File: src/source/sh_pkg.sv
`default_nettype none

package sh_pkg;

	localparam int XLEN    = 32;
	localparam int ILEN    = 16;
	localparam int REG_NUM = 16;
	localparam int RIDX_W  = 4;

	localparam logic [ILEN-1:0] NOP_OPCODE = 16'h0009;

	typedef enum logic [2:0] {
		ALU_ADD,
		ALU_SUB,
		ALU_AND,
		ALU_OR,
		ALU_XOR,
		ALU_CMPEQ,
		ALU_PASSB
	} alu_op_t;

	typedef enum logic [1:0] {
		IMM_NONE,
		IMM_S8,
		IMM_BR8
	} imm_t;

	typedef enum logic [1:0] {
		BR_NONE,
		BR_BT,
		BR_BF
	} br_t;

	typedef enum logic [1:0] {
		SZ_BYTE,
		SZ_WORD,
		SZ_LONG
	} mem_size_t;

	typedef struct packed {
		logic [RIDX_W-1:0] rn;
		logic [RIDX_W-1:0] rm;
		logic              rn_read;
		logic              rm_read;
		logic              rn_write;
		alu_op_t           alu_op;
		imm_t              imm;
		logic              mem_read;
		logic              mem_write;
		mem_size_t         mem_size;
		br_t               br;
		logic              t_write;
	} dec_instr_t;

	// Decode of NOP and of every unknown opcode
	localparam dec_instr_t DEC_NOP = '{
		rn: '0, rm: '0,
		rn_read: 1'b0, rm_read: 1'b0, rn_write: 1'b0,
		alu_op: ALU_ADD, imm: IMM_NONE,
		mem_read: 1'b0, mem_write: 1'b0, mem_size: SZ_BYTE,
		br: BR_NONE, t_write: 1'b0
	};

	//******************************
	// Pipeline stage registers
	//******************************
	typedef struct packed {
		dec_instr_t      deci;
		logic [XLEN-1:0] a;
		logic [XLEN-1:0] b;
		logic [XLEN-1:0] imm;
		logic [XLEN-1:0] pc;
	} ex_stage_t;

	typedef struct packed {
		dec_instr_t      deci;
		logic [XLEN-1:0] res;
		logic [XLEN-1:0] addr;
		logic [XLEN-1:0] wd;
	} ma_stage_t;

	typedef struct packed {
		dec_instr_t      deci;
		logic [XLEN-1:0] res;
		logic [XLEN-1:0] ld;
	} wb_stage_t;

	typedef struct packed {
		logic [XLEN-1:0] addr;
		logic [XLEN-1:0] wdata;
		logic [3:0]      ba;
		logic            wr;
		logic            req;
	} bus_req_t;

endpackage

`default_nettype wire

File: src/source/sh_regfile.sv
`timescale 1ns/1ps
`default_nettype none

module sh_regfile (
	input  logic                      CLK,
	input  logic                      RST_N,
	input  logic [sh_pkg::RIDX_W-1:0] ra_n,
	input  logic [sh_pkg::RIDX_W-1:0] rb_n,
	output logic [sh_pkg::XLEN-1:0]   ra_q,
	output logic [sh_pkg::XLEN-1:0]   rb_q,
	input  logic [sh_pkg::RIDX_W-1:0] w_n,
	input  logic [sh_pkg::XLEN-1:0]   w_d,
	input  logic                      w_e
);

	logic [sh_pkg::XLEN-1:0] regs [sh_pkg::REG_NUM];

	always_ff @(posedge CLK or negedge RST_N) begin
		if (!RST_N) begin
			for (int i = 0; i < sh_pkg::REG_NUM; i++) begin
				regs[i] <= '0;
			end
		end else if (w_e) begin
			regs[w_n] <= w_d;
		end
	end

	// WB write is seen by ID in the same cycle
	assign ra_q = (w_e && w_n == ra_n) ? w_d : regs[ra_n];
	assign rb_q = (w_e && w_n == rb_n) ? w_d : regs[rb_n];

endmodule

`default_nettype wire

File: config.mk
export PLATFORM = sky130hd
export DESIGN_NAME = sh_regfile
export DESIGN_NICKNAME = d
export VERILOG_FILES = /design/src/source/sh_pkg.sv /design/src/source/sh_regfile.sv
export SDC_FILE = /design/constraint.sdc
export NUM_CORES = 1
export LEC_CHECK = 0
export BUFFER_PORTS_ARGS = -buffer_cell sky130_fd_sc_hd__buf_2
export CAP_MARGIN = 10
export CORE_MARGIN = 2
export CORE_UTILIZATION = 52
export DETAILED_ROUTE_END_ITERATION = 16
export PLACE_DENSITY = 0.69
export SKIP_CTS_REPAIR_TIMING = 1
export SYNTH_ARGS = -nofsm -noshare
export SYNTH_HDL_FRONTEND = slang
export SYNTH_SLANG_ARGS = --single-unit
File: constraint.sdc
create_clock -name CLK -period 2.97 [get_ports CLK]
set_input_delay 0.4455 -clock CLK [delete_from_list [all_inputs] [get_ports CLK]]
set_output_delay 0.4455 -clock CLK [all_outputs]
set_load 0.02 [all_outputs]
==> metrics.md, run 1 <==
| Metric | Value |
|---|---|
| Number of distinct library cells after synthesis | `22` |
| DP Area | `between 20000 and 30000 sq um` |
| Peak supply drop | `about 0.00065 V` |
| Worst Tran Pin Value | `646 ps` |
| Clock Tree Root | `clkbuf_16` |
| DR vias | `roughly 17000` |
| IO Count | `roughly 110` |
| Share of layout cells above drive strength 1 | `0.617` |
| Data required time of the worst path | `~2500 ps` |
| Status | `finished, final reports clean` |
| Count leader, synth | `mux2_2` |
| Clock group share of total power | `0.328` |
| Chip Width | `233 microns` |
| Final ANT Viol Nets | `0` |
| Synth Cell Area | `~27000 sq um` |
| Initial core utilization | `0.523` |
| GRT Total Usage | `0.290` |
| Vias in the first global route | `roughly 18000` |
| H-tree depth | `2` |
| TritonCTS buffer count | `between 50 and 60` |
| Max-cap violations | `0` |
| Clk sink count | `512` |
| Congestion Overflow GR | `0` |
| Top Registers | `regs (512)` |
| Synth area leaders | `dfrtp_1, mux2_2, mux4_2` |
| DRC errors left | `0` |
| Initial DRC Count | `1376` |
| Async set-reset flop share out of synthesis | `1.00` |
| Fin util | `0.604` |
| Core ar. | `around 52000 sq um` |
| Final slew viol count | `0` |
| Compound-gate portion of the synthesized area | `0.0341` |
| Largest family of logic cells by synthesized area | `multiplexers` |
| HPWL after DPL | `46300 microns` |
| Std cell rows | `84` |
| RSZ-0062 raised after global routing | `no` |
| CTS tree | `yes` |
| Fillers | `3931` |
| Synthesized instance count | `1756` |
| Synth-to-layout area growth | `15.4%` |
| Maximum clock frequency | `between 300 and 400 MHz` |
| Leading area contributor after synthesis | `dfrtp_1` |
| Fin area | `31600 sq um` |
| Wire length of the first global-routing pass | `116000 microns` |
| Max Root-Sink Buffers | `3` |
| Synth Area in XOR/XNOR | `0.00256` |
| Worst hold path stage count | `2` |
| Synth warn | `0` |
| Reg power frac | `0.432` |
| EDFF count, synth | `0` |
| Simple-Gate Fraction of Synth Area | `0.0166` |
| Mapped Nets | `approximately 1800` |
| Slew headroom | `0.569` |
| Max reg flops | `512` |
| Combinational Power Share | `0.240` |
| Post-synth top cells | `mux2_2, dfrtp_1, mux4_2` |
| Dominant register cell in the synthesized netlist | `dfrtp_1` |
| Worst r2r path cells | `1` |
| Gpl congestion | `a little over 0.8` |
| Vias/cell | `6.72` |
| Hold Path Class | `input port to flop` |
| Setup TNS | `0 ps` |
| Final net count | `1913` |
| Mean post-synth cell area | `between 15 and 20 sq um` |
| Crit start category | `input port` |
| PortBufs | `110` |
| Leak | `between 0.01 and 0.015 uW` |
| CP Capture Type | `output port` |
| Flops & latches, synth | `512` |
| Tcrit/Tclk final | `0.958` |
| Crit Path Max Fanout | `16` |
| Skew-Pair Late Insertion Delay | `around 610 ps` |
| Worst clock skew | `0 ps` |
| Fin crit period | `2840 ps` |
| Routed wire length | `76600 microns` |
| Mux contribution to synthesized area | `0.450` |
| Final setup violation count | `0` |
| Worst EP arrival | `2400 ps` |
| Internal Power | `16500 uW` |
| Die area | `54400 sq um` |
| Clk slew on worst S/H paths | `60 ps` |
| Final Hold Fails | `0` |
| Sw frac | `0.275` |
| DRT Pass-1 Iters | `5` |
| Wire length per cell | `29.5 microns` |
| Post-synthesis sequential area ratio | `0.469` |
| Adder-Cell Fraction of Synth Area | `0` |
| Crit Path Category | `input port to output port` |
| Die Ht | `233 microns` |
| Top cell type's share of synthesized area | `0.469` |
| Most flops, register | `regs` |
| Sw power | `6250 uW` |
| Initial antenna violation count | `2` |
| Pwr/cell area | `721 nW/um^2` |
| Pin count of the biggest net entering global routing | `66` |
## layer usage
layer | vias to the layer above | global-route usage | share of wire
met2 | 777 | 0.458 | 0.48
met4 | 4 | 0.0896 | 0.029
li1 | 7093 | - | -
met5 | - | 0 | 0.00035
met1 | 9431 | 0.405 | 0.41
met3 | 157 | 0.0630 | 0.080
## worst max-delay path, cell delays in order
cell,delay (ps)
buf_8,200
buf_12,230
buf_4,210
mux4_2,520
a22oi_1,230
nand2_1,100
mux2_2,260
buf_2,160
## logic make-up (layout without fill, tap and decap cells)
| kind of cell | count (synthesis) | after routing |
|---|---|---|
| XOR/XNOR | 8 | 8 |
| multiplexers | 834 | 834 |
| AO/OA/AOI/OAI | 124 | 124 |
| flip-flops | 512 | 512 |
| buffers and inverters | 175 | 329 |
| AND/OR/NAND/NOR | 103 | 103 |
| other | 0 | 1 |
## path summary, 6_finish.rpt
kind,from,slack (ps),to
max in group asynchronous,RST_N,1570,regs[6]
max reg2reg,regs[193],2160,regs[193]
min,w_d[15],310,regs[15]
min in group asynchronous,RST_N,400,regs[184]
max,ra_n[0],130,ra_q[5]
min reg2reg,regs[433],520,regs[433]
## final cells by class
class	count	area [sq um]	area share
multi-input cells	1069	13900	0.440
flip-flops and latches	512	12800	0.406
repair buffers	227	2000	0.0634
clock buffers	80	1660	0.0527
well taps	688	861	0.0273
clock inverters	22	323	0.0102
diodes	1	2.50	0.0000793
## power by group through the flow
stage | clock [uW] | combinational (uW) | sequential [uW]
floorplan | 0 | 4180 | 9450
detailed placement | 0 | 5450 | 9890
CTS | 7570 | 5480 | 9780
global route | 7900 | 5820 | 10000
finish | 7460 | 5450 | 9840
global placement | 0 | 5300 | 9740
## cell usage in the layout (no fill, tap or decap), types with 3 or more instances in the layout
cell and count:
nor2b_4 4, nor2_1 3, xor2_1 6, buf_4 74, clkbuf_8 15, nand2_2 3
dfrtp_1 512, buf_12 42, clkbuf_16 57, mux4_2 258, clkbuf_1 8, mux2_2 575
buf_2 105, clkinv_2 10, nand2_1 69, nor2_4 7, buf_8 3, bufinv_16 8
nor3_2 4, a22oi_1 124
## per-stage QoR
stage / cells / power [uW] / hold slack (ps) / setup slack (ps)
2_1_floorplan: 1756 / 13600 / 150 / 483
5_1_grt: 2598 / 23700 / 315 / 8.76
6_report: 2599 / 22700 / 315 / 126
4_1_cts: 2597 / 22800 / -181 / 111
3_3_place_gp: 2495 / 15000 / 470 / 173
3_5_place_dp: 2495 / 15300 / 469 / 134
Power figures use the tool's default switching activity.
==> run 2, diff against run 1 <==
--- a/config.mk
+++ b/config.mk
@@ -7,10 +7,13 @@
 export LEC_CHECK = 0
 export BUFFER_PORTS_ARGS = -buffer_cell sky130_fd_sc_hd__buf_2
 export CAP_MARGIN = 10
+export CELL_PAD_IN_SITES_DETAIL_PLACEMENT = 2
+export CELL_PAD_IN_SITES_GLOBAL_PLACEMENT = 2
 export CORE_MARGIN = 2
-export CORE_UTILIZATION = 52
+export CORE_UTILIZATION = 47
 export DETAILED_ROUTE_END_ITERATION = 16
-export PLACE_DENSITY = 0.69
+export GPL_TIMING_DRIVEN = 0
+export PLACE_DENSITY_LB_ADDON = 0.1
 export SKIP_CTS_REPAIR_TIMING = 1
 export SYNTH_ARGS = -nofsm -noshare
 export SYNTH_HDL_FRONTEND = slang
==> run 2 against run 1 <==
  * Non-clock buffer count is 61 higher
  * Clock power about the same
  * Count of clock-buffer cells in the layout grew 12
  * Setup slack got worse by 110 ps
  * Critical path depth fell by 1
  * Sequential cell count is the same
  * Total power up 1.8%
  * Largest cell class unchanged
==> metrics.md, run 2 (same netlist as run 1, synthesis figures left out) <==
| Metric | Value |
|---|---|
| Vias/cell | `6.64` |
| Slew headroom | `0.208` |
| CTS tree | `yes` |
| Crit Path Category | `input port to output port` |
| Crit-path cells | `clkbuf_2 -> nor2b_1 -> clkbuf_2 -> a22oi_1 -> nand2_1 -> mux2_2 -> buf_2` |
| Clock Tree Root | `clkbuf_16` |
| Tcrit/Tclk final | `0.996` |
| Final slew viol count | `0` |
| Final setup violation count | `0` |
| Clk slew on worst S/H paths | `60 ps` |
| Wire length of the first global-routing pass | `around 140000 microns` |
| Footprint of the multi-input gates | `13800 sq um` |
| Final net count | `1977` |
| Die area | `60100 sq um` |
| Pre-CTS setup slack | `-730 ps` |
| DRC errors left | `0` |
| Pin count of the biggest net entering global routing | `123` |
| Worst Tran Pin Value | `roughly 1200 ps` |
| Worst Path Buf+Inv | `3` |
| Slowest-stage cell, CP | `nor2b_1` |
| Routed wire length | `97500 microns` |
| HPWL after DPL | `62900 microns` |
| Final ANT Viol Nets | `0` |
| DRT Pass-1 Iters | `6` |
| Crit Path Max Fanout | `10` |
| H-tree depth | `2` |
| Hold Path Class | `input port to flop` |
| FF/Latch Area | `around 13000 sq um` |
| Initial DRC Count | `1235` |
| Inst Count DP | `2628` |
| Maximum clock frequency | `338 MHz` |
| Top Registers | `regs (512)` |
| Most frequent cells in the layout | `mux2_2, dfrtp_1, mux4_2` |
| Final Hold Fails | `0` |
| Die Ht | `between 200 and 250 microns` |
| Final Non-Filler Cells | `about 2700` |
| Skew-Pair Late Insertion Delay | `between 600 and 700 ps` |
| Max reg flops | `512` |
| IO Count | `111` |
| Data required time of the worst path | `~2500 ps` |
| Peak supply drop | `approximately 0.00046 V` |
| Max-cap violations | `0` |
| Critical Path Max Stage Delay | `about 550 ps` |
| Leak | `0.0133 uW` |
| Status | `finished, final reports clean` |
| Most used cell, CP | `clkbuf_2` |
| Chip Width | `between 200 and 250 microns` |
| CP Capture Type | `output port` |
| Gpl congestion | `0.819` |
| Max Root-Sink Buffers | `3` |
| Vias in the first global route | `20600` |
| GRT Total Usage | `0.330` |
| Crit start category | `input port` |
| Worst path top cell family by delay | `buffers and inverters` |
| Commonest non-fill, non-tap cell in the layout | `mux2_2` |
| Synth-to-layout area growth | `15.1%` |
| RSZ-0062 raised after global routing | `yes` |
| Congestion Overflow GR | `0` |
| Share of layout cells above drive strength 1 | `0.601` |
| Setup ws final | `12.2 ps` |
| Most flops, register | `regs` |
| Initial antenna violation count | `5` |
| Wire length per cell | `35.6 microns` |
| Pwr/cell area | `736 nW/um^2` |
| Std cell rows | `slightly below 90` |
| Initial core utilization | `0.475` |
| Core ar. | `~58000 sq um` |
| DR vias | `18200` |
| Clk sink count | `512` |
| Worst EP arrival | `between 2000 and 3000 ps` |
| PortBufs | `103` |
| Fillers | `~5000` |
| TritonCTS buffer count | `59` |
| Fin crit period | `about 3000 ps` |
| Worst clock skew | `0 ps` |
==> run 2: power breakdown <==
part           internal, uW  switching (uW)  leakage, uW
Clock                  4410            3040     0.000980
Combinational          3310            2470      0.00602
Sequential             8620            1310      0.00628
==> run 2: path summary, 6_finish.rpt <==
kind | startpoint | endpoint | slack (ps) | cells past startpoint
max in group asynchronous | RST_N | regs[459] | 1080 | 4
hold reg to reg | regs[467] | regs[467] | 530 | 1
min in group asynchronous | RST_N | regs[316] | 410 | 2
setup reg to reg | regs[350] | regs[350] | 2040 | 2
setup / recovery | ra_n[2] | ra_q[31] | 10 | 7
hold / removal | w_d[4] | regs[260] | 170 | 2
==> run 2: layout make-up <==
cell class	count	share of cell area
clock buffers	92	0.0575
multi-input cells	1069	0.440
clock inverters	15	0.00521
diodes	1	0.0000795
flip-flops and latches	512	0.407
well taps	765	0.0304
plain buffers	175	0.0383
repair buffers	113	0.0218
==> run 2: metal layers <==
layer	vias to the layer above	share of wire	global-route usage
met5	-	0.00045	0
met4	8	0.035	0.135
met3	209	0.055	0.0589
met2	590	0.50	0.535
met1	10200	0.41	0.443
li1	7212	-	-
==> run 2: metrics by stage <==
stage                TNS, ps  total power [uW]  area (sq um)  hold WS [ps]   util
floorplan                  0             13600         27300           150      -
global placement    -4746240             15000         28800           499  0.500
detailed placement    -36610             15500         28900           498  0.502
CTS                   -37600             23100         30900          -163  0.537
global route           -33.5             24100         31500           177  0.546
finish                     0             23200         31500           170  0.546
==> run 2: worst reg2reg max path, stage by stage (launching register included) <==
cell and delay, ps:
dfrtp_1 410, buf_4 150, mux2_2 260
