<file path="config.mk">
export PLATFORM = sky130hd
export DESIGN_NAME = sh_decoder
export DESIGN_NICKNAME = d
export VERILOG_FILES = /design/src/source/sh_pkg.sv /design/src/source/sh_decoder.sv
export SDC_FILE = /design/constraint.sdc
export NUM_CORES = 1
export LEC_CHECK = 0
export BUFFER_PORTS_ARGS = -buffer_cell sky130_fd_sc_hd__clkbuf_2
export CORE_AREA = 2 2 39 41
export DETAILED_ROUTE_END_ITERATION = 10
export DIE_AREA = 0 0 41 43
export PLACE_DENSITY = 0.81
export SLEW_MARGIN = 5
export SYNTH_ARGS = -nofsm -noshare
export SYNTH_HDL_FRONTEND = slang
export SYNTH_SLANG_ARGS = --single-unit
</file>
<file path="constraint.sdc">
create_clock -name vclk -period 0.9
set_input_delay 0.045 -clock vclk [all_inputs]
set_output_delay 0.045 -clock vclk [all_outputs]
set_load 0.01 [all_outputs]
</file>
<file path="src/source/sh_pkg.sv">
`default_nettype none

package sh_pkg;

	localparam int XLEN    = 32;
	localparam int ILEN    = 16;
	localparam int REG_NUM = 16;
	localparam int RIDX_W  = 4;

	localparam logic [ILEN-1:0] NOP_OPCODE = 16'h0009;

	typedef enum logic [2:0] {
		ALU_ADD,
		ALU_SUB,
		ALU_AND,
		ALU_OR,
		ALU_XOR,
		ALU_CMPEQ,
		ALU_PASSB
	} alu_op_t;

	typedef enum logic [1:0] {
		IMM_NONE,
		IMM_S8,
		IMM_BR8
	} imm_t;

	typedef enum logic [1:0] {
		BR_NONE,
		BR_BT,
		BR_BF
	} br_t;

	typedef enum logic [1:0] {
		SZ_BYTE,
		SZ_WORD,
		SZ_LONG
	} mem_size_t;

	typedef struct packed {
		logic [RIDX_W-1:0] rn;
		logic [RIDX_W-1:0] rm;
		logic              rn_read;
		logic              rm_read;
		logic              rn_write;
		alu_op_t           alu_op;
		imm_t              imm;
		logic              mem_read;
		logic              mem_write;
		mem_size_t         mem_size;
		br_t               br;
		logic              t_write;
	} dec_instr_t;

	// Decode of NOP and of every unknown opcode
	localparam dec_instr_t DEC_NOP = '{
		rn: '0, rm: '0,
		rn_read: 1'b0, rm_read: 1'b0, rn_write: 1'b0,
		alu_op: ALU_ADD, imm: IMM_NONE,
		mem_read: 1'b0, mem_write: 1'b0, mem_size: SZ_BYTE,
		br: BR_NONE, t_write: 1'b0
	};

	//******************************
	// Pipeline stage registers
	//******************************
	typedef struct packed {
		dec_instr_t      deci;
		logic [XLEN-1:0] a;
		logic [XLEN-1:0] b;
		logic [XLEN-1:0] imm;
		logic [XLEN-1:0] pc;
	} ex_stage_t;

	typedef struct packed {
		dec_instr_t      deci;
		logic [XLEN-1:0] res;
		logic [XLEN-1:0] addr;
		logic [XLEN-1:0] wd;
	} ma_stage_t;

	typedef struct packed {
		dec_instr_t      deci;
		logic [XLEN-1:0] res;
		logic [XLEN-1:0] ld;
	} wb_stage_t;

	typedef struct packed {
		logic [XLEN-1:0] addr;
		logic [XLEN-1:0] wdata;
		logic [3:0]      ba;
		logic            wr;
		logic            req;
	} bus_req_t;

endpackage

`default_nettype wire

</file>
<file path="src/source/sh_decoder.sv">
`timescale 1ns/1ps
`default_nettype none

module sh_decoder (
	input  logic [sh_pkg::ILEN-1:0] ir,
	output sh_pkg::dec_instr_t      deci
);

	// Top nibble groups of the supported subset
	typedef enum logic [3:0] {
		MJ_STORE_LOGIC = 4'h2,
		MJ_ARITH       = 4'h3,
		MJ_LOAD        = 4'h6,
		MJ_ADDI        = 4'h7,
		MJ_BRANCH      = 4'h8,
		MJ_MOVI        = 4'hE
	} major_t;

	major_t major;

	assign major = major_t'(ir[15:12]);

	always_comb begin
		deci = sh_pkg::DEC_NOP;
		deci.rn = ir[11:8];
		deci.rm = ir[7:4];
		case (major)
			MJ_STORE_LOGIC: begin
				if (ir[3:0] <= 4'h2) begin
					// MOV.x Rm,@Rn
					deci.rn_read = 1'b1;
					deci.rm_read = 1'b1;
					deci.mem_write = 1'b1;
					deci.mem_size = sh_pkg::mem_size_t'(ir[1:0]);
				end else if (ir[3:0] >= 4'h9 && ir[3:0] <= 4'hB) begin
					deci.rn_read = 1'b1;
					deci.rm_read = 1'b1;
					deci.rn_write = 1'b1;
					case (ir[1:0])
						2'b01:   deci.alu_op = sh_pkg::ALU_AND;
						2'b10:   deci.alu_op = sh_pkg::ALU_XOR;
						default: deci.alu_op = sh_pkg::ALU_OR;
					endcase
				end
			end
			MJ_ARITH: begin
				if (ir[3:0] == 4'h0) begin
					deci.rn_read = 1'b1;
					deci.rm_read = 1'b1;
					deci.alu_op = sh_pkg::ALU_CMPEQ;
					deci.t_write = 1'b1;
				end else if (ir[3:0] == 4'h8 || ir[3:0] == 4'hC) begin
					deci.rn_read = 1'b1;
					deci.rm_read = 1'b1;
					deci.rn_write = 1'b1;
					deci.alu_op = ir[2] ? sh_pkg::ALU_ADD : sh_pkg::ALU_SUB;
				end
			end
			MJ_LOAD: begin
				if (ir[3:0] <= 4'h2) begin
					// MOV.x @Rm,Rn
					deci.rm_read = 1'b1;
					deci.rn_write = 1'b1;
					deci.mem_read = 1'b1;
					deci.mem_size = sh_pkg::mem_size_t'(ir[1:0]);
					deci.alu_op = sh_pkg::ALU_PASSB;
				end
			end
			MJ_ADDI: begin
				deci.rn_read = 1'b1;
				deci.rn_write = 1'b1;
				deci.imm = sh_pkg::IMM_S8;
			end
			MJ_BRANCH: begin
				if (ir[11:8] == 4'h9 || ir[11:8] == 4'hB) begin
					deci.imm = sh_pkg::IMM_BR8;
					deci.br = ir[9] ? sh_pkg::BR_BF : sh_pkg::BR_BT;
				end
			end
			MJ_MOVI: begin
				deci.rn_write = 1'b1;
				deci.imm = sh_pkg::IMM_S8;
				deci.alu_op = sh_pkg::ALU_PASSB;
			end
			default: ;
		endcase
	end

endmodule

`default_nettype wire

</file>
==> results by group, run 1 <==
Run status
  – Outcome: finished with violations
  – Failing checks: negative setup slack

Setup path
  – Crit path depth: 8
  – Crit end category: output port
  – WP data arrival: 1.20 ns
  – Crit-path leading delay family: simple AND/OR/NAND/NOR gates
  – Type of origin of the critical path: primary input
  – Most frequent CP cell: buf_6
  – Worst path required time: between 0.8 and 0.9 ns
  – Slowest cell on the critical path: or3_4
  – Setup CP Type: primary input to output port
  – Max FO, Critical Path: 4
  – Delay of the slowest critical-path stage: ~0.38 ns
  – WP buf/inv: 4
  – CP cell instances: buf_8 > buf_6 > ha_4 > inv_4 > a211oi_4 > and2_4 > or3_4 > buf_6

Final layout
  – Clock buffers: 0
  – Final Core Density: 63.8%
  – ANT cells: 0
  – Total Nets Final: 114
  – Sequential cells: 0
  – Share of post-route cells with drive strength above 1: about 82%
  – Reg area: 0 um2
  – Area grow syn2layout: 126%

Detailed routing
  – Drt via density: between 4 and 5
  – Post-DRT Antenna Nets: 0
  – Routed wire length: 1.25 mm
  – 1st-pass router iterations: 4
  – Starting DRC count in detailed routing: 1
  – Drt wl/cell: 11.6 um
  – Routed via count: just over 500
  – Drt drc: 0

STA
  – Actual slew at the worst max-slew pin: a little under 0.4 ns
  – Final TNS setup: -3.32 ns
  – Slew Limit Fails: 0
  – Tmin final: roughly 1.2 ns
  – Slew margin rel.: 73.6%
  – Final Setup Violations: 13
  – Unrepaired setup endpoints after global routing: true
  – Final Cycle Share: 138%
  – WHS: roughly 0.090 ns
  – FMAX: about 800 MHz
  – Final hold violation count: 0
  – Final worst slack: -0.344 ns

Logic synthesis
  – Syn_area_per_cell: around 7.2 um2
  – Post-synthesis xor/xnor area fraction: 2.24%
  – Simple logic cell fraction of the synthesized area: 37.8%
  – Post-Synthesis Cells: 54
  – Largest family of logic cells by synthesized area: simple AND/OR/NAND/NOR gates
  – Synthesized area: 390 um2
  – Syn_nets: between 70 and 80
  – Adder-cell share of the synthesized area: between 10% and 20%
  – Synth Area in Compound Gates: between 20% and 30%
  – Seq/Total Area, Yosys: 0%
  – Synth unique cells: 27
  – Synth Warn #: 0
  – Mux contribution to synthesized area: 0%

GRT
  – First-pass GRT wire length: 1.88 mm
  – Initial antenna violation count: 0
  – Largest net degree at the start of global routing: 9
  – Total track usage: 14.3%
  – Gr ovfl total: 0
  – Number of global-route vias before repair: about 470

Power
  – Leak pwr: 0.411 nW
  – Int Pwr: between 0.15 and 0.2 mW
  – Logic gate share of total power: 100.0%
  – Switching power: approximately 0.13 mW
  – Reg power frac: 0%
  – Max rail drop VDD: between 0.15 and 0.2 mV
  – Net Sw Frac: approximately 44%
  – Part of the power in the clock network: 0%
  – Pwr Total: around 0.30 mW
  – Pwr Density: 342 nW/um2

Place
  – Pre-CTS setup slack: -0.458 ns
  – Detailed placer's ending HPWL: ~990 um
  – RD Place Congestion: roughly 0.83
  – PortBufs: 31

Min path
  – Min-Delay Path Class: primary input to output port
  – Hold depth: 0

Floorplan
  – Num rows: 14
  – Die Area: between 1500 and 2000 um2
  – Die X: 41 um
  – I/O pins: 39
  – Die extent in y: between 40 and 50 um
  – CORE AREA: approximately 1400 um2
  – Starting density of the core: between 20% and 30%

Job
  – Max Cap Viol: 0

Clock network
  – Hold buffers post-CTS: 0
[layout by cell type (no fill, tap or decap), types with 2 or more instances in the layout]
| cell type | instances |
|---|---|
| buf_4 | 13 |
| clkbuf_2 | 12 |
| buf_6 | 9 |
| buf_2 | 7 |
| and2_4 | 4 |
| buf_8 | 4 |
| nor2_1 | 3 |
| inv_4 | 2 |
| a21oi_1 | 2 |
| or3b_4 | 2 |
| or3_4 | 2 |
| nor3_2 | 2 |
| nor2_2 | 2 |
| ha_4 | 2 |
| ha_1 | 2 |
[cell families after synthesis]
| family | after synthesis |
|---|---|
| compound gates | 12 |
| xor+xnor | 1 |
| fa+ha+maj | 4 |
| buf+inv | 13 |
| simple gates | 24 |
[layout make-up]
type | count | area [um2]
repair buffers | 47 | 393
inverters | 4 | 27.5
well taps | 16 | 20.0
multi-input cells | 41 | 443
fillers | 115 | 500
[power by group through the flow]
| stage | Combinational (mW) | Clock, mW | Sequential, mW |
|---|---|---|---|
| after floorplan | 0.129 | 0 | 0 |
| after global placement | 0.217 | 0 | 0 |
| after detailed placement | 0.223 | 0 | 0 |
| after CTS | 0.260 | 0 | 0 |
| after global routing | 0.329 | 0 | 0 |
| final | 0.302 | 0 | 0 |
[per-stage QoR]
step	instances	area, um2
final	108	883
after global routing	108	883
after CTS	106	767
after detailed placement	105	676
after global placement	105	676
after floorplan	54	468
[synthesized netlist by cell type (all sizes together) (2+ instances only)]
cell type  n  share of area [%]
buf        9                 17
and2       5                8.0
a21oi      3                3.8
nor2       6                6.4
inv        4                3.8
ha         4                 13
nor3       2                2.6
o21ai      2                2.6
or3b       2                5.8
or3        2                3.2
[path summary, 6_finish.rpt]
path	slack, ns	startpoint	to
worst max-delay path	-0.34	ir[1]	deci[14]
worst min-delay path	0.09	ir[7]	deci[18]
[routing by layer]
| metal | vias to the layer above | share of wire (%) | GRT usage, % |
|---|---|---|---|
| met5 | - | 0 | 0 |
| met2 | 26 | 55 | 27.2 |
| met3 | 2 | 8.8 | 0.524 |
| met1 | 226 | 36 | 17.1 |
| li1 | 262 | - | - |
| met4 | 0 | 0.32 | 0.667 |
[what timing repair did]
item,in CTS,in global routing
buffers inserted,1,2
setup endpoints to repair,14,14
pin swaps,11,16
resized for setup,15,38
No activity file was read; power rests on OpenSTA's default activity.
==> run 2, diff against run 1 <==
--- a/config.mk
+++ b/config.mk
@@ -9,7 +9,7 @@
 export CORE_AREA = 2 2 39 41
 export DETAILED_ROUTE_END_ITERATION = 10
 export DIE_AREA = 0 0 41 43
-export PLACE_DENSITY = 0.81
+export PLACE_DENSITY = 0.78
 export SLEW_MARGIN = 5
 export SYNTH_ARGS = -nofsm -noshare
 export SYNTH_HDL_FRONTEND = slang
==> constraint.sdc (replaced) <==
create_clock -name vclk -period 1.6
set_input_delay 0.08 -clock vclk [all_inputs]
set_output_delay 0.08 -clock vclk [all_outputs]
set_load 0.01 [all_outputs]
==> run 2 against run 1 <==
Net effect:
- the flow now finishes without violations
- hold slack better by 0.070 ns
- count of clock-buffer cells in the layout stayed put
- cell area is 43% lower
- sequential share of layout area stayed put
- critical endpoint is now deci[10]
- core utilization is 28 points lower
- global-route usage is 4.8 points lower
- worst setup slack better by 0.51 ns
- via count is 15% lower
- cell count is 15% lower
- routed wire length is 29% lower
- power is 72% lower
==> results by group, run 2 (same netlist as run 1, synthesis figures left out) <==
Run status
  – Outcome: finished clean

Setup path
  – Type of origin of the critical path: primary input
  – Most frequent CP cell: clkbuf_2
  – Crit path depth: 5
  – Crit end category: output port
  – CP cell instances: clkbuf_2 > nor4b_1 > nand3_1 > o31ai_1 > clkbuf_2
  – Slowest cell on the critical path: nor4b_1
  – Worst setup path endpoint: deci[10]
  – WP buf/inv: 2
  – WP data arrival: approximately 1.4 ns
  – Crit path launch: ir[15]
  – Setup CP Type: primary input to output port
  – Worst path required time: about 1.5 ns
  – Max FO, Critical Path: 6
  – Crit-path leading delay family: simple AND/OR/NAND/NOR gates
  – Delay of the slowest critical-path stage: ~0.46 ns

Detailed routing
  – Routed wire length: around 890 um
  – Drt via density: roughly 4.8
  – Drt drc: 0
  – Post-DRT Antenna Nets: 0
  – Drt wl/cell: between 9 and 10 um
  – 1st-pass router iterations: 4
  – Starting DRC count in detailed routing: 4
  – Routed via count: 438

Place
  – Post-Place Cells: approximately 90
  – RD Place Congestion: slightly below 0.8
  – Detailed placer's ending HPWL: 808 um
  – PortBufs: 31

Job
  – Max Cap Viol: 0

Power
  – Max rail drop VDD: roughly 0.067 mV
  – Leak pwr: around 0.27 nW
  – Pwr Density: between 150 and 200 nW/um2

STA
  – Final TNS setup: 0 ns
  – Final Cycle Share: between 80% and 90%
  – Final Setup Violations: 0
  – Unrepaired setup endpoints after global routing: false
  – Slew Limit Fails: 0
  – FMAX: 696 MHz
  – Final hold violation count: 0
  – Slew margin rel.: 68.9%
  – Actual slew at the worst max-slew pin: 0.460 ns
  – Tmin final: about 1.4 ns

Clock network
  – Post-CTS Resized: 0
  – Hold buffers post-CTS: 0
  – Postcts setup bufs: 0

Min path
  – Min-Delay Path Class: primary input to output port
  – Hold depth: 0

Final layout
  – Total Nets Final: 98
  – Area grow syn2layout: 28.2%
  – Commonest non-fill, non-tap cell in the layout: clkbuf_2
  – Non-Filler Instances: a little over 90
  – Clock buffers: 0
  – Most frequent cells in the layout: 31 x clkbuf_2, 5 x and2_1, 5 x nor2_1, 4 x inv_1, 4 x ha_1
  – Share of post-route cells with drive strength above 1: a little under half
  – ANT cells: 0
  – Reg area: 0 um2
  – Sequential cells: 0

Floorplan
  – Starting density of the core: between 20 and 30%
  – Die X: roughly 41 um
  – Die extent in y: roughly 43 um
  – Die Area: between 1500 and 2000 um2
  – Num rows: 14
  – I/O pins: 39
  – CORE AREA: about 1400 um2

GRT
  – Gr ovfl total: 0
  – Total track usage: under 10%
  – First-pass GRT wire length: between 1 and 1.5 mm
  – Largest net degree at the start of global routing: 11
  – Number of global-route vias before repair: approximately 360
  – Initial antenna violation count: 0
==> run 2: layout make-up <==
class              count  area [um2]
well taps             16        20.0
inverters              4        15.0
fillers              155         883
repair buffers        31         155
multi-input cells     41         310
==> run 2: metal layers <==
metal  part of all wire (%)  global-route usage (%)  vias to the layer above
met5                      0                       0                        -
met4                      0                       0                        0
met3                     13                   0.524                        0
met2                     45                    18.1                       25
met1                     42                    11.4                      185
li1                       -                       -                      228
==> run 2: worst min path at each step <==
stage                     start       end  slack [ns]
after global routing      ir[5]  deci[16]        0.16
after floorplan           ir[3]   deci[0]        0.21
after CTS                 ir[6]  deci[17]        0.16
final                     ir[6]  deci[17]        0.16
after detailed placement  ir[6]  deci[17]        0.16
after global placement    ir[6]  deci[17]        0.16
==> run 2: metrics by stage <==
stage | hold slack, ns | worst slack, ns | total power [mW] | util, % | cell area (um2)
2_1_floorplan | 0.211 | 0.385 | 0.0606 | - | 390
3_3_place_gp | 0.160 | 0.155 | 0.0842 | 36.2 | 500
3_5_place_dp | 0.160 | 0.158 | 0.0863 | 36.2 | 500
4_1_cts | 0.160 | 0.149 | 0.0866 | 36.2 | 500
5_1_grt | 0.160 | 0.0188 | 0.0961 | 36.2 | 500
6_report | 0.160 | 0.162 | 0.0851 | 36.2 | 500
==> run 2: power breakdown <==
group	internal [mW]	switching, mW
sequential	0	0
combinational	0.0367	0.0484
clock	0	0
total	0.0367	0.0484
==> run 3, diff against run 2 <==
--- a/config.mk
+++ b/config.mk
@@ -10,6 +10,8 @@
 export DETAILED_ROUTE_END_ITERATION = 10
 export DIE_AREA = 0 0 41 43
 export PLACE_DENSITY = 0.78
+export RECOVER_POWER = 50
+export REMOVE_ABC_BUFFERS = 1
 export SLEW_MARGIN = 5
 export SYNTH_ARGS = -nofsm -noshare
 export SYNTH_HDL_FRONTEND = slang
==> run 3 against run 2 <==
Net effect:
- power increased by 1.1%
- global-route usage increased by 1.4 points
- cell count unchanged
- core utilization decreased by 0.18 points
- die area unchanged
- cell area decreased by 0.50%
- critical path depth increased by 2
- largest cell class unchanged
- largest power group unchanged
- highest routed layer unchanged
==> results by group, run 3 (same netlist as run 1, synthesis figures left out) <==
Detailed routing
  – Starting DRC count in detailed routing: 1
  – 1st-pass router iterations: 2
  – Routed wire length: around 1.0 mm
  – Drt wl/cell: 10.9 um
  – Routed via count: 452
  – Post-DRT Antenna Nets: 0
  – Drt drc: 0
  – Drt via density: between 4 and 5

GRT
  – Met3 Track Usage GR: about 1.6%
  – Initial antenna violation count: 0
  – Number of global-route vias before repair: around 370
  – Total track usage: a little over a tenth
  – Gr ovfl total: 0
  – GRT met2 Usage: 18.1%
  – Global route hottest layer: met2
  – GR Util met1: between 15 and 20%
  – Largest net degree at the start of global routing: 11
  – First-pass GRT wire length: ~1.5 mm

STA
  – Final hold violation count: 0
  – Final TNS setup: 0 ns
  – Slew margin rel.: roughly 76%
  – Slew Limit Fails: 0
  – Unrepaired setup endpoints after global routing: false
  – Actual slew at the worst max-slew pin: around 0.37 ns
  – FMAX: just under 700 MHz
  – WHS: approximately 0.16 ns
  – Tmin final: roughly 1.5 ns
  – Final Setup Violations: 0
  – Final worst slack: ~0.13 ns
  – Final Cycle Share: between 90% and 100%

Floorplan
  – Num rows: 14
  – CORE AREA: 1380 um2
  – Die X: between 40 and 50 um
  – Die Area: ~1800 um2
  – I/O pins: 39
  – Starting density of the core: between 20 and 30%
  – Die extent in y: around 43 um

Setup path
  – Slowest cell on the critical path: or3b_4
  – Crit-path leading delay family: simple AND/OR/NAND/NOR gates
  – Worst path required time: roughly 1.5 ns
  – WP data arrival: between 1 and 1.5 ns
  – Crit end category: output port
  – Most frequent CP cell: clkbuf_2
  – Delay of the slowest critical-path stage: 0.42 ns
  – Type of origin of the critical path: primary input
  – Setup CP Type: primary input to output port
  – CP cell instances: clkbuf_2 > inv_1 > ha_1 > or3b_4 > a2bb2oi_1 > o21ai_0 > clkbuf_2
  – WP buf/inv: 3
  – Max FO, Critical Path: 6

Min path
  – Min-Delay Path Class: primary input to output port

Power
  – Switching power: 0.0504 mW
  – Part of the power in the clock network: 0%
  – Reg power frac: 0%
  – Pwr Density: about 170 nW/um2
  – Max rail drop VDD: roughly 0.060 mV
  – Logic gate share of total power: 100.0%
  – Net Sw Frac: between 50% and 60%
  – Leak pwr: approximately 0.25 nW
  – Int Pwr: between 0.03 and 0.04 mW
  – Pwr Total: about 0.086 mW

Final layout
  – ANT cells: 0
  – Final Core Density: 36.0%
  – Non-Filler Instances: 92
  – Area grow syn2layout: 27.6%
  – Post-route cell area: ~500 um2
  – Share of post-route cells with drive strength above 1: around 39%
  – Sequential cells: 0
  – Commonest non-fill, non-tap cell in the layout: clkbuf_2
  – Clock buffers: 0
  – Fillers: about 160
  – Most frequent cells in the layout: 24 x clkbuf_2, 7 x clkbuf_1, 5 x and2_1, 5 x nor2_1
  – Total Nets Final: 98
  – Reg area: 0 um2

Place
  – Pre-CTS setup slack: ~0.11 ns
  – Placed inst area: 500 um2
  – Post-Place Cells: 92
  – Detailed placer's ending HPWL: 856 um
  – PortBufs: 31
  – RD Place Congestion: roughly 0.75

Run status
  – Outcome: finished clean

Clock network
  – Postcts setup bufs: 0
  – Post-CTS Resized: 0
  – Hold buffers post-CTS: 0

Job
  – Max Cap Viol: 0
==> run 3: cell type report <==
| class | count | area (um2) | area share (%) |
|---|---|---|---|
| multi-input combinational | 41 | 317 | 63.6 |
| timing repair buffer | 31 | 146 | 29.4 |
| tap | 16 | 20.0 | 4.02 |
| inverter | 4 | 15.0 | 3.02 |
==> run 3: power groups by stage <==
stage | clock [mW] | sequential (mW) | combinational [mW]
global placement | 0 | 0 | 0.0849
finish | 0 | 0 | 0.0860
detailed placement | 0 | 0 | 0.0873
CTS | 0 | 0 | 0.0875
global route | 0 | 0 | 0.0970
floorplan | 0 | 0 | 0.0358
==> run 3: worst paths after layout <==
check  slack [ns]       end  start  cells after the start
min          0.16  deci[17]  ir[6]                      0
max          0.13  deci[11]  ir[1]                      7
==> run 3: routing by layer <==
layer / share of wire [%] / wire (um)
met1: 43 / 433
met2: 42 / 422
met3: 15 / 147
met4: 0 / 0
met5: 0 / 0
